### config.mk
export PLATFORM = sky130hd
export DESIGN_NAME = dma_frontend_top
export DESIGN_NICKNAME = d
export VERILOG_FILES = /design/src/verilog/dma_frontend_pkg.sv /design/src/verilog/dma_access_if.sv /design/src/verilog/dma_frontend_top.sv /design/src/verilog/dma_transfer_tracker.sv /design/src/verilog/dma_read_response.sv /design/src/verilog/dma_frontend_regs.sv /design/src/verilog/dma_reg_decode.sv
export SDC_FILE = /design/constraint.sdc
export NUM_CORES = 1
export LEC_CHECK = 0
export BUFFER_PORTS_ARGS = -buffer_cell sky130_fd_sc_hd__buf_2
export CORE_MARGIN = 2
export CORE_UTILIZATION = 30
export DETAILED_ROUTE_END_ITERATION = 8
export MAX_ROUTING_LAYER = met4
export SETUP_SLACK_MARGIN = 0.4
export SLEW_MARGIN = 20
export SYNTH_ARGS = -nofsm -noshare
export SYNTH_HDL_FRONTEND = slang
export SYNTH_SLANG_ARGS = --single-unit
### constraint.sdc
create_clock -name clk_i -period 3.7 [get_ports clk_i]
set_input_delay 0.185 -clock clk_i [delete_from_list [all_inputs] [get_ports clk_i]]
set_output_delay 0.185 -clock clk_i [all_outputs]
set_load 0.02 [all_outputs]
### src/verilog/dma_frontend_pkg.sv
/*
 * dma frontend package
 * transfer descriptor, register store views, register map and id width
 */
package dma_frontend_pkg;

    // width of a transfer id
    localparam int unsigned IdWidth = 28;

    // register map, low address byte
    localparam logic [7:0] SrcOffset    = 8'h00;
    localparam logic [7:0] DstOffset    = 8'h08;
    localparam logic [7:0] NumOffset    = 8'h10;
    localparam logic [7:0] ConfOffset   = 8'h18;
    localparam logic [7:0] NextIdOffset = 8'h20;
    localparam logic [7:0] DoneIdBase   = 8'h28;
    localparam int unsigned DoneIdStride = 8;

    // serialize, deburst, decouple
    localparam logic [2:0] ConfResetValue = 3'b101;

    typedef struct packed {
        logic [31:0] num_bytes;
        logic [31:0] dst_addr;
        logic [31:0] src_addr;
        logic        decouple;
        logic        deburst;
        logic        serialize;
    } transf_descr_t;

    // word 0 source, word 1 destination, word 2 byte count
    typedef union packed {
        logic [2:0][31:0]     words;
        logic [2:0][3:0][7:0] bytes;
    } dma_data_store_t;

    // first three values double as the store word index
    typedef enum logic [2:0] {
        REG_SRC     = 3'd0,
        REG_DST     = 3'd1,
        REG_NUM     = 3'd2,
        REG_CONF    = 3'd3,
        REG_NEXT_ID = 3'd4,
        REG_DONE_ID = 3'd5,
        REG_INVALID = 3'd6
    } reg_sel_e;

endpackage
### src/verilog/dma_access_if.sv
/*
 * dma control access
 * one decoded register access, shared by decode, execute and result
 */
interface dma_access_if #(
    parameter int unsigned NumStreams = 2
);
    import dma_frontend_pkg::*;

    localparam int unsigned StreamIdxWidth = (NumStreams > 1) ? $clog2(NumStreams) : 1;

    logic                      req;
    logic                      write;
    logic [3:0]                be;
    logic [31:0]               wdata;
    reg_sel_e                  sel;
    logic [StreamIdxWidth-1:0] stream;
    logic                      gnt;

    modport decode (output req, write, be, wdata, sel, stream);

    modport execute (input req, write, be, wdata, sel, output gnt);

    modport result (input req, write, sel, stream, gnt);

endinterface

### src/verilog/dma_frontend_top.sv
/*
 * dma programming front end
 * control port decode, register store, read response and transfer tracker
 */
module dma_frontend_top #(
    parameter int unsigned NumStreams = 2,
    localparam int unsigned StreamIdxWidth = (NumStreams > 1) ? $clog2(NumStreams) : 1
) (
    input  logic                      clk_i,
    input  logic                      rst_ni,
    input  logic                      ctrl_req_i,
    input  logic                      ctrl_type_i,
    input  logic [3:0]                ctrl_be_i,
    input  logic [31:0]               ctrl_add_i,
    input  logic [31:0]               ctrl_data_i,
    output logic                      ctrl_gnt_o,
    output logic                      ctrl_valid_o,
    output logic [31:0]               ctrl_data_o,
    input  logic [StreamIdxWidth-1:0] stream_sel_i
);
    import dma_frontend_pkg::*;

    transf_descr_t                      descr;
    logic                               launch, tracker_ready, busy;
    logic [NumStreams-1:0][IdWidth-1:0] next_id, done_id;

    dma_access_if #(.NumStreams(NumStreams)) acc ();

    assign ctrl_gnt_o = acc.gnt;

    dma_reg_decode #(.NumStreams(NumStreams)) i_decode (
        .ctrl_req_i, .ctrl_type_i, .ctrl_be_i, .ctrl_add_i, .ctrl_data_i, .acc(acc)
    );

    dma_frontend_regs #(.NumStreams(NumStreams)) i_regs (
        .clk_i, .rst_ni, .acc(acc), .tracker_ready_i(tracker_ready),
        .launch_o(launch), .descr_o(descr)
    );

    dma_read_response #(.NumStreams(NumStreams)) i_result (
        .clk_i, .rst_ni, .acc(acc), .descr_i(descr), .busy_i(busy), .next_id_i(next_id),
        .done_id_i(done_id), .stream_sel_i, .ctrl_valid_o, .ctrl_data_o
    );

    dma_transfer_tracker #(.NumStreams(NumStreams)) i_tracker (
        .clk_i, .rst_ni, .launch_i(launch), .descr_i(descr), .stream_sel_i,
        .tracker_ready_o(tracker_ready), .busy_o(busy), .next_id_o(next_id),
        .done_id_o(done_id)
    );

endmodule

### src/verilog/dma_transfer_tracker.sv
/*
 * dma transfer tracker
 * stands in for the data mover: one descriptor at a time, busy for one
 * cycle per started word, per-stream next and done ids
 */
module dma_transfer_tracker #(
    parameter int unsigned NumStreams = 2,
    localparam int unsigned StreamIdxWidth = (NumStreams > 1) ? $clog2(NumStreams) : 1
) (
    input  logic                                                clk_i,
    input  logic                                                rst_ni,
    input  logic                                                launch_i,
    input  dma_frontend_pkg::transf_descr_t                     descr_i,
    input  logic [StreamIdxWidth-1:0]                           stream_sel_i,
    output logic                                                tracker_ready_o,
    output logic                                                busy_o,
    output logic [NumStreams-1:0][dma_frontend_pkg::IdWidth-1:0] next_id_o,
    output logic [NumStreams-1:0][dma_frontend_pkg::IdWidth-1:0] done_id_o
);
    import dma_frontend_pkg::*;

    logic [NumStreams-1:0][IdWidth-1:0] next_id_q, done_id_q;
    logic [StreamIdxWidth-1:0]          stream_q;
    logic [IdWidth-1:0]                 id_q;
    logic [30:0]                        beats, beats_q;
    logic                               busy_q;

    // ceil(num_bytes / 4), at least one
    assign beats = (descr_i.num_bytes == '0) ? 31'd1
                 : 31'(descr_i.num_bytes[31:2]) + 31'(|descr_i.num_bytes[1:0]);

    always_ff @(posedge clk_i or negedge rst_ni) begin
        if (!rst_ni) begin
            busy_q   <= 1'b0;
            beats_q  <= '0;
            stream_q <= '0;
            id_q     <= '0;
            for (int s = 0; s < NumStreams; s++) begin
                next_id_q[s] <= IdWidth'(1);
                done_id_q[s] <= '0;
            end
        end else if (launch_i) begin
            busy_q                  <= 1'b1;
            beats_q                 <= beats;
            stream_q                <= stream_sel_i;
            id_q                    <= next_id_q[stream_sel_i];
            next_id_q[stream_sel_i] <= next_id_q[stream_sel_i] + 1'b1;
        end else if (busy_q) begin
            // last beat retires the transfer
            if (beats_q == 31'd1) begin
                busy_q              <= 1'b0;
                done_id_q[stream_q] <= id_q;
            end
            beats_q <= beats_q - 1'b1;
        end
    end

    assign tracker_ready_o = ~busy_q;
    assign busy_o          = busy_q;
    assign next_id_o       = next_id_q;
    assign done_id_o       = done_id_q;

endmodule

### src/verilog/dma_read_response.sv
/*
 * dma read response
 * forms the read word and returns it one cycle after the grant
 */
module dma_read_response #(
    parameter int unsigned NumStreams = 2,
    localparam int unsigned StreamIdxWidth = (NumStreams > 1) ? $clog2(NumStreams) : 1
) (
    input  logic                                               clk_i,
    input  logic                                               rst_ni,
    dma_access_if.result                                       acc,
    input  dma_frontend_pkg::transf_descr_t                    descr_i,
    input  logic                                               busy_i,
    input  logic [NumStreams-1:0][dma_frontend_pkg::IdWidth-1:0] next_id_i,
    input  logic [NumStreams-1:0][dma_frontend_pkg::IdWidth-1:0] done_id_i,
    input  logic [StreamIdxWidth-1:0]                          stream_sel_i,
    output logic                                               ctrl_valid_o,
    output logic [31:0]                                        ctrl_data_o
);
    import dma_frontend_pkg::*;

    logic [31:0] rdata_d, rdata_q;
    logic        valid_q;
    logic        fire;
    logic [2:0]  conf;

    assign fire = acc.req & acc.gnt;
    assign conf = {descr_i.serialize, descr_i.deburst, descr_i.decouple};

    always_comb begin
        rdata_d = '0;
        // writes answer with zero
        if (!acc.write) begin
            case (acc.sel)
                REG_SRC:  rdata_d = descr_i.src_addr;
                REG_DST:  rdata_d = descr_i.dst_addr;
                REG_NUM:  rdata_d = descr_i.num_bytes;
                REG_CONF: rdata_d = {15'b0, busy_i, 13'b0, conf};
                REG_NEXT_ID: begin
                    if (descr_i.num_bytes != '0) begin
                        rdata_d = {4'(stream_sel_i), next_id_i[stream_sel_i]};
                    end
                end
                REG_DONE_ID: rdata_d = {4'b0, done_id_i[acc.stream]};
                default: rdata_d = '0;
            endcase
        end
    end

    always_ff @(posedge clk_i or negedge rst_ni) begin
        if (!rst_ni) begin
            valid_q <= 1'b0;
        end else begin
            valid_q <= fire;
        end
    end

    always_ff @(posedge clk_i) begin
        if (fire) begin
            rdata_q <= rdata_d;
        end
    end

    assign ctrl_valid_o = valid_q;
    assign ctrl_data_o  = rdata_q;

endmodule

### src/verilog/dma_frontend_regs.sv
/*
 * dma frontend register store
 * byte-enabled descriptor writes, configuration bits, access grant
 * and transfer launch on a next-id read
 */
module dma_frontend_regs #(
    parameter int unsigned NumStreams = 2
) (
    input  logic                           clk_i,
    input  logic                           rst_ni,
    dma_access_if.execute                  acc,
    input  logic                           tracker_ready_i,
    output logic                           launch_o,
    output dma_frontend_pkg::transf_descr_t descr_o
);
    import dma_frontend_pkg::*;

    // stream index field of the next-id word is four bits wide
    if (NumStreams < 1 || NumStreams > 16) begin : gen_stream_range
        $error("NumStreams must be between 1 and 16");
    end

    dma_data_store_t store_d, store_q;
    logic [2:0]      conf_d, conf_q;
    logic            gnt;
    logic            id_read;
    logic            count_set;
    logic            wr_fire;
    logic [1:0]      word_idx;

    assign count_set = (store_q.words[2] != '0);
    assign id_read   = acc.req & ~acc.write & (acc.sel == REG_NEXT_ID);

    // hold off a launch until the tracker is idle
    assign gnt      = acc.req & ~(id_read & count_set & ~tracker_ready_i);
    assign acc.gnt  = gnt;
    assign launch_o = id_read & count_set & gnt;

    assign wr_fire  = acc.req & gnt & acc.write;
    assign word_idx = acc.sel[1:0];

    always_comb begin
        store_d = store_q;
        conf_d  = conf_q;
        if (wr_fire) begin
            case (acc.sel)
                REG_SRC, REG_DST, REG_NUM: begin
                    for (int b = 0; b < 4; b++) begin
                        if (acc.be[b]) begin
                            store_d.bytes[word_idx][b] = acc.wdata[8*b +: 8];
                        end
                    end
                end
                REG_CONF: conf_d = acc.wdata[2:0];
                default: ;
            endcase
        end
    end

    always_ff @(posedge clk_i or negedge rst_ni) begin
        if (!rst_ni) begin
            store_q <= '0;
            conf_q  <= ConfResetValue;
        end else begin
            store_q <= store_d;
            conf_q  <= conf_d;
        end
    end

    assign descr_o.src_addr  = store_q.words[0];
    assign descr_o.dst_addr  = store_q.words[1];
    assign descr_o.num_bytes = store_q.words[2];
    assign descr_o.decouple  = conf_q[0];
    assign descr_o.deburst   = conf_q[1];
    assign descr_o.serialize = conf_q[2];

endmodule

### src/verilog/dma_reg_decode.sv
/*
 * dma register decode
 * maps a raw control request onto a register select and stream index
 */
module dma_reg_decode #(
    parameter int unsigned NumStreams = 2,
    localparam int unsigned StreamIdxWidth = (NumStreams > 1) ? $clog2(NumStreams) : 1
) (
    input  logic               ctrl_req_i,
    input  logic               ctrl_type_i,
    input  logic [3:0]         ctrl_be_i,
    input  logic [31:0]        ctrl_add_i,
    input  logic [31:0]        ctrl_data_i,
    dma_access_if.decode       acc
);
    import dma_frontend_pkg::*;

    // first address past the last done-id slot
    localparam int unsigned DoneIdLimit = DoneIdBase + NumStreams * DoneIdStride;

    logic [7:0] reg_addr;
    logic [7:0] done_off;

    // only the low byte selects a register
    assign reg_addr = ctrl_add_i[7:0];
    assign done_off = reg_addr - DoneIdBase;

    assign acc.req   = ctrl_req_i;
    assign acc.write = ~ctrl_type_i;
    assign acc.be    = ctrl_be_i;
    assign acc.wdata = ctrl_data_i;

    always_comb begin
        acc.stream = done_off[3 +: StreamIdxWidth];
        case (reg_addr)
            SrcOffset:    acc.sel = REG_SRC;
            DstOffset:    acc.sel = REG_DST;
            NumOffset:    acc.sel = REG_NUM;
            ConfOffset:   acc.sel = REG_CONF;
            NextIdOffset: acc.sel = REG_NEXT_ID;
            default: begin
                // done-id slots exist only for configured streams
                if (reg_addr >= DoneIdBase && 32'(reg_addr) < DoneIdLimit) begin
                    acc.sel = REG_DONE_ID;
                end else begin
                    acc.sel = REG_INVALID;
                end
            end
        endcase
    end

endmodule

==> impl_metrics.tcl, run 1 <==
set metrics [dict create \
    cts_max_level 1 \
    numCtsBuffers 31 \
    ys_types 66 \
    ys_seq_area_frac 0.5146 \
    ir_drop_v 0.0002835 \
    routed_wl_mm 40.53 \
    placed_area_um2 16450 \
    setup.worst_path.end_class "output port" \
    hold_path_class "input pin to flip-flop" \
    clock-sinks 305 \
    drt_pass1_iterations 5 \
    synth.most_common_cell "dfrtp_1" \
    dieArea_um2 52320 \
    fin_setup_tns_ns 0 \
    grt_max_degree 98 \
    fmax_ghz 0.3181 \
    grt_overflow 0 \
    min_path_cells 3 \
    post_cts_buffers 0 \
    syn-num-nets 1385 \
    path_clk_slew_ns 0.07 \
    synth.area.mux_share 0.2003 \
    hold_viol 0 \
    critical_path_class "flip-flop to output port" \
    cp.arrival_ns 2.96 \
    synth_warnings 0 \
    cts_root_buf "clkbuf_16" \
    die_w_um 228.7 \
    cts_tree "yes" \
    clock_skew_ns 0.009049 \
    rsz0062_at_grt "no" \
    numPortBuffers 82 \
    r2r_cells 6 \
    synthAdderAreaFrac 0.004128 \
    worstReg2RegStart "i_tracker.beats_q[6]$_DFFE_PN0P_" \
    crit_path_start_kind "flip-flop" \
    synth_largest_area_cell "dfrtp_1" \
    vias 10770 \
    coreArea_um2 49970 \
    synth_top_area_frac 0.4442 \
    wl_per_cell_um 19.12 \
    first_global_vias 11210 \
    synth_commonest_cells "269 x dfrtp_1, 162 x mux2_2, 108 x nor2_1" \
    clockBufferDepth 3 \
    hold_path_startpoint "ctrl_type_i" \
    rows 82 \
    post-route-period-util 0.8496 \
    drt-vias-per-instance 5.081 \
    first_iter_violations 658 \
    start_util 0.3033 \
    min_to "i_result.ctrl_valid_o$_DFF_PN0_" \
    yosys.area_share.simple 0.1344 \
    synth-seq-cells 305 \
    yosys-top-cells-area "dfrtp_1 44%, mux2_2 12%, edfxtp_1 6.3%" \
    worst_hold_slack_ns 0.1446 \
    fillCellCount 4884 \
    final-setup-viol-count 0 \
    p_leak_nw 8.083 \
    tightest_slew_ns 0.9188 \
    finalInstanceArea_um2 17920 \
    clk_latency_ns 0.57 \
    synth_edf_count 32 \
    grt_pass1_wl_mm 64.54 \
    areaGrowthSynthToFinish_pct 18.27 \
    ys_async_sr_fraction 0.8951 \
    place_congestion 0.8492 \
    status "finished, final reports clean" \
    rr_endpoint "i_tracker.done_id_o[12]$_DFFE_PN0P_" \
    drv_cap 0 \
    crit_required_ns 3.51 \
    cp_max_fo 18 \
    report.final.slew_viol_count 0 \
    synth_ff_type "dfrtp_1" \
    syn_inst 1307 \
    slew_headroom 0.3828 \
    synth-xor-area-share 0.06011 \
    fin_crit_ns 3.143 \
    antenna_found_initial 0 \
    grtUsageTotal 0.1590 \
    synth_top_family_by_area "multiplexers" \
    dp_hpwl_mm 27.92 \
    antennaDiodeCount 0 \
    timing.reg2reg.setup_slack_ns 0.74 \
    synth_compound_area_frac 0.06407 \
    die_y_um 228.7 \
    nets 1502 \
    drcViolationCount 0 \
    syn_area_um2 15150 \
    p_per_area_nw_per_um2 397.6 \
    drive_above_1_share 0.2700 \
    detail-route-antenna-nets 0 \
    syn_area_per_cell_um2 11.59 \
    io-pin-count 107 \
]
[state kept, by name, indices dropped and copies added (netlist names)]
signal	cells
i_regs.conf_q	3
i_regs.store_q	96
i_result.ctrl_data_o	32
i_result.ctrl_valid_o	1
i_tracker.beats_q	31
i_tracker.busy_o	1
i_tracker.done_id_o	56
i_tracker.id_q	28
i_tracker.next_id_o	56
i_tracker.stream_q	1
[critical path: stages (launching register included)]
cell and delay [ns]:
dfrtp_1 0.52, nor4_2 0.34, and4_4 0.31, buf_4 0.26, a21oi_2 0.08, buf_4 0.23
a31oi_4 0.22, buf_6 0.21, buf_2 0.19
[area by class of cell]
class / instances / area (µm²) / share of cell area
clock buffer: 43 / 902.1 / 0.05034
inverter: 9 / 33.78 / 0.001885
sequential: 305 / 7797 / 0.4351
timing repair buffer: 153 / 1055 / 0.05885
clock inverter: 14 / 176.4 / 0.009844
multi-input combinational: 924 / 7117 / 0.3971
tap: 672 / 840.8 / 0.04691
[per-layer routing]
layer	global-route usage	routed length (µm)
met2	0.2628	19830
met3	0.02582	1931
met1	0.2016	17870
met5	-	0
met4	0.04473	896
[placed cells by master, fill, tap and decap left out, types with 4 or more instances in the layout]
cell type	n
or3_1	4
inv_1	9
edfxtp_1	32
nand2b_1	7
nand2_1	103
buf_2	80
dlygate4sd3_1	33
clkbuf_8	6
nor2_1	108
mux2i_1	82
o21ai_0	41
clkbuf_16	32
a21oi_1	16
xnor2_1	35
mux2_4	20
mux4_2	4
xor2_1	69
and3_1	11
nand3_1	36
nand4b_1	4
a22oi_1	5
mux2_2	162
nor4_2	8
dfstp_2	4
or2_2	6
clkbuf_1	5
and4_1	5
nand4_1	21
clkinv_2	7
o211ai_1	8
dfrtp_1	269
nor4_1	27
a211oi_1	24
ha_1	5
nor3_1	34
nand3b_1	11
bufinv_16	4
nor2b_1	5
a221oi_1	15
buf_4	37
[repair_timing]
action | 4_1_cts | 5_1_grt
gates resized for setup | 3 | 8
endpoints found under the setup margin | 1 | 1
endpoints found under the hold margin | 189 | 0
hold buffers | 33 | 0
[report_power, final]
group          leakage (nW)  total, mW  internal [mW]  switching, mW
Sequential             3.98       3.44           3.41         0.0232
Clock                 0.532       3.31           1.97           1.34
Combinational          3.57      0.374          0.126          0.248
Total                  8.08       7.13           5.51           1.61
[how the worst max path moves through the flow]
stage / from / end
after floorplan: stream_sel_i / i_tracker.next_id_o[26]$_DFFE_PN0P_
after detailed placement: i_tracker.beats_q[6]$_DFFE_PN0P_ / i_tracker.done_id_o[15]$_DFFE_PN0P_
final: i_regs.store_q[67]$_DFFE_PN0P_ / ctrl_gnt_o
after global placement: i_tracker.beats_q[6]$_DFFE_PN0P_ / i_tracker.done_id_o[9]$_DFFE_PN0P_
after CTS: i_regs.store_q[82]$_DFFE_PN0P_ / ctrl_gnt_o
after global routing: i_regs.store_q[83]$_DFFE_PN0P_ / ctrl_gnt_o
[cell families after synthesis]
kind of cell | count (synthesis)
and+or+nand+nor | 408
adders and majority gates | 5
buffers and inverters | 78
AOI/OAI and AO/OA | 139
muxes | 268
xor gates and xnor gates | 104
DFF | 305
[per-stage QoR]
stage	cells	setup WS (ns)	utilization	power (mW)
5_1_grt	2120	0.4193	0.3587	7.371
6_report	2120	0.5565	0.3587	7.126
3_3_place_gp	2030	0.7979	0.3293	3.838
4_1_cts	2120	0.4049	0.3578	7.201
2_1_floorplan	1307	0.6014	-	3.646
3_5_place_dp	2030	0.7598	0.3293	3.844
No activity file was read; power rests on OpenSTA's default activity.
==> run 2, diff against run 1 <==
ABC_AREA = 1   (was not set)
clock period = 2.6 ns   (was 3.7 ns; I/O delays follow)
==> impl_metrics.tcl, run 2 <==
set metrics [dict create \
    ys_async_sr_fraction 0.8951 \
    synth_warnings 0 \
    placed_area_um2 17850 \
    io-pin-count 107 \
    drcViolationCount 0 \
    drive_above_1_share 0.1503 \
    mostFrequentLayoutCell "nand2_1" \
    rows 84 \
    hold_path_class "input pin to flip-flop" \
    ys_types 48 \
    fin_setup_tns_ns 0 \
    cpMostUsedCell "nand2_2" \
    cts_tree "yes" \
    setup.worst_path.end_class "output port" \
    routed_wl_mm 52.85 \
    first_global_vias 14390 \
    synth_top_area_frac 0.4202 \
    syn_area_per_cell_um2 7.534 \
    clock-sinks 305 \
    synth_ff_type "dfrtp_1" \
    antennaDiodeCount 0 \
    fillCellCount 5437 \
    grtUsageTotal 0.1955 \
    areaGrowthSynthToFinish_pct 23.28 \
    antenna_found_initial 0 \
    place_congestion 0.9323 \
    crit_path_start_kind "flip-flop" \
    dieArea_um2 55260 \
    drt_pass1_iterations 5 \
    wl_per_cell_um 17.44 \
    yosys-top-cells-area "dfrtp_1 42%, nand2_1 19%, edfxtp_1 6.0%" \
    numPortBuffers 82 \
    ir_drop_v 0.0004399 \
    p_total_mw 10.53 \
    start_util 0.3042 \
    grt_overflow 0 \
    mostFrequentLayoutCells "812 x nand2_1, 266 x dfrtp_1, 197 x nor2_1" \
    finish.utilization 0.3750 \
    tightest_slew_ns 0.9604 \
    hold_viol 0 \
    synth.most_common_cell "nand2_1" \
    max_flop_register "i_regs.store_q" \
    grt_max_degree 99 \
    nets 2394 \
    synth-seq-cells 305 \
    cts_max_level 2 \
    die_w_um 235.1 \
    drv_cap 0 \
    path_clk_slew_ns 0.06 \
    largest_reg_flops 96 \
    finalInstanceArea_um2 19750 \
    drt-vias-per-instance 4.956 \
    die_y_um 235.1 \
    report.final.slew_viol_count 0 \
    first_iter_violations 1282 \
    cpPeakStageDelay_ns 0.38 \
    dp_hpwl_mm 37.64 \
    p_leak_nw 9.574 \
    p_per_area_nw_per_um2 533.3 \
    grt_pass1_wl_mm 83.31 \
    clock_skew_ns 0.02671 \
    slowest_stage "dfrtp_1" \
    synth_largest_area_cell "dfrtp_1" \
    cts_root_buf "clkbuf_16" \
    coreArea_um2 52660 \
    slew_headroom 0.3530 \
    crit_required_ns 2.47 \
    fmax_ghz 0.4633 \
    cp.arrival_ns 2.03 \
    crit_chain "nor2_1 -> nand2_1 -> nor2_4 -> nand2_4 -> clkinv_1 -> nand2_2 -> nand3_4 -> nand2_2 -> clkinvlp_4 -> buf_8 -> buf_4" \
    status "finished, final reports clean" \
    ys_seq_area_frac 0.4868 \
    fin_crit_ns 2.158 \
    rsz0062_at_grt "yes" \
    clk_latency_ns 0.54 \
    vias 15020 \
    syn_inst 2126 \
    syn-num-nets 2204 \
    syn_area_um2 16020 \
    detail-route-antenna-nets 0 \
    synth_commonest_cells "828 x nand2_1, 269 x dfrtp_1, 208 x nor2_1" \
    critical_path_class "flip-flop to output port" \
    final-setup-viol-count 0 \
    cp_max_fo 3 \
    synth_edf_count 32 \
    post-route-period-util 0.8301 \
    numCtsBuffers 35 \
    clockBufferDepth 3 \
]
## run 2: cell types whose count changed in the layout (fill, tap and decap cells not counted), sizes merged, moves of 24 or more
cell   before  now
nand3      36  168
buf       120  204
nor2      109  218
mux2i      82    0
o21ai      42  132
xnor2      35   11
nand2     103  828
mux2      182    0
inv        10  148
nor4       37    3
## run 2: through the flow
step | hold WS [ns] | setup WS, ns | instances
after detailed placement | 0.2536 | 0.1296 | 2911
final | 0.06066 | 0.4417 | 3030
after floorplan | -0.1656 | 0.5923 | 2126
after global placement | 0.2349 | 0.1678 | 2911
after global routing | 0.09998 | 0.3350 | 3030
after CTS | 0.008522 | 0.2473 | 3017
## run 2: final timing paths
path | start | to | slack [ns] | depth (start not counted)
max reg2reg | i_regs.store_q[93]$_DFFE_PN0P_ | i_result.ctrl_data_o[17]$_SDFFCE_PN0N_ | 0.48 | 9
min reg2reg | i_regs.store_q[17]$_DFFE_PN0P_ | i_regs.store_q[17]$_DFFE_PN0P_ | 0.47 | 2
max | i_regs.store_q[90]$_DFFE_PN0P_ | ctrl_gnt_o | 0.44 | 11
min | stream_sel_i | i_tracker.next_id_o[28]$_DFFE_PN1P_ | 0.06 | 3
max in group asynchronous | rst_ni | i_tracker.next_id_o[20]$_DFFE_PN0P_ | 1.47 | 3
min in group asynchronous | rst_ni | i_tracker.beats_q[25]$_DFFE_PN0P_ | 0.21 | 2
## run 2: cells by family (layout without fill, tap and decap cells)
logic type | count (synthesis) | in the layout | synth area share
buffers and inverters | 237 | 453 | 0.05999
xor gates and xnor gates | 72 | 72 | 0.03937
DFF | 305 | 305 | 0.4868
AOI/OAI and AO/OA | 222 | 222 | 0.07999
and+or+nand+nor | 1285 | 1285 | 0.3299
adders and majority gates | 5 | 5 | 0.003906
## run 2: per-layer routing
| layer | vias to the layer above | wire [µm] | track usage |
|---|---|---|---|
| met4 | 0 | 1140 | 0.04411 |
| met5 | - | 0 | - |
| li1 | 7173 | - | - |
| met1 | 7266 | 24590 | 0.2767 |
| met2 | 505 | 23960 | 0.2989 |
| met3 | 74 | 3153 | 0.02361 |
## run 2: layout make-up
type | count | area (µm²) | area share
well taps | 688 | 860.8 | 0.04359
repair buffers | 238 | 1904 | 0.09644
flip-flops and latches | 305 | 7801 | 0.3951
clock buffers | 47 | 962.2 | 0.04873
multi-input cells | 1584 | 7491 | 0.3794
inverters | 152 | 574.3 | 0.02908
clock inverters | 16 | 152.6 | 0.007730
## run 2: power breakdown
group	switching [mW]	internal, mW
combinational	0.513	0.256
sequential	0.0175	4.85
clock	2.07	2.82
total	2.60	7.93
## run 2: timing repair
| action | in CTS | in global routing |
|---|---|---|
| hold buffers | 34 | 0 |
| pin swaps | 3 | 9 |
| resized for setup | 16 | 58 |
| endpoints found under the setup margin | 182 | 207 |
| hold endpoints to repair | 188 | 0 |
| setup buffers | 9 | 13 |
## run 2: critical path, delay by kind of cell (launching register included)
kind / cells / cell delay [ns]
buffers and inverters: 4 / 0.41
DFF: 1 / 0.38
and+or+nand+nor: 7 / 0.71
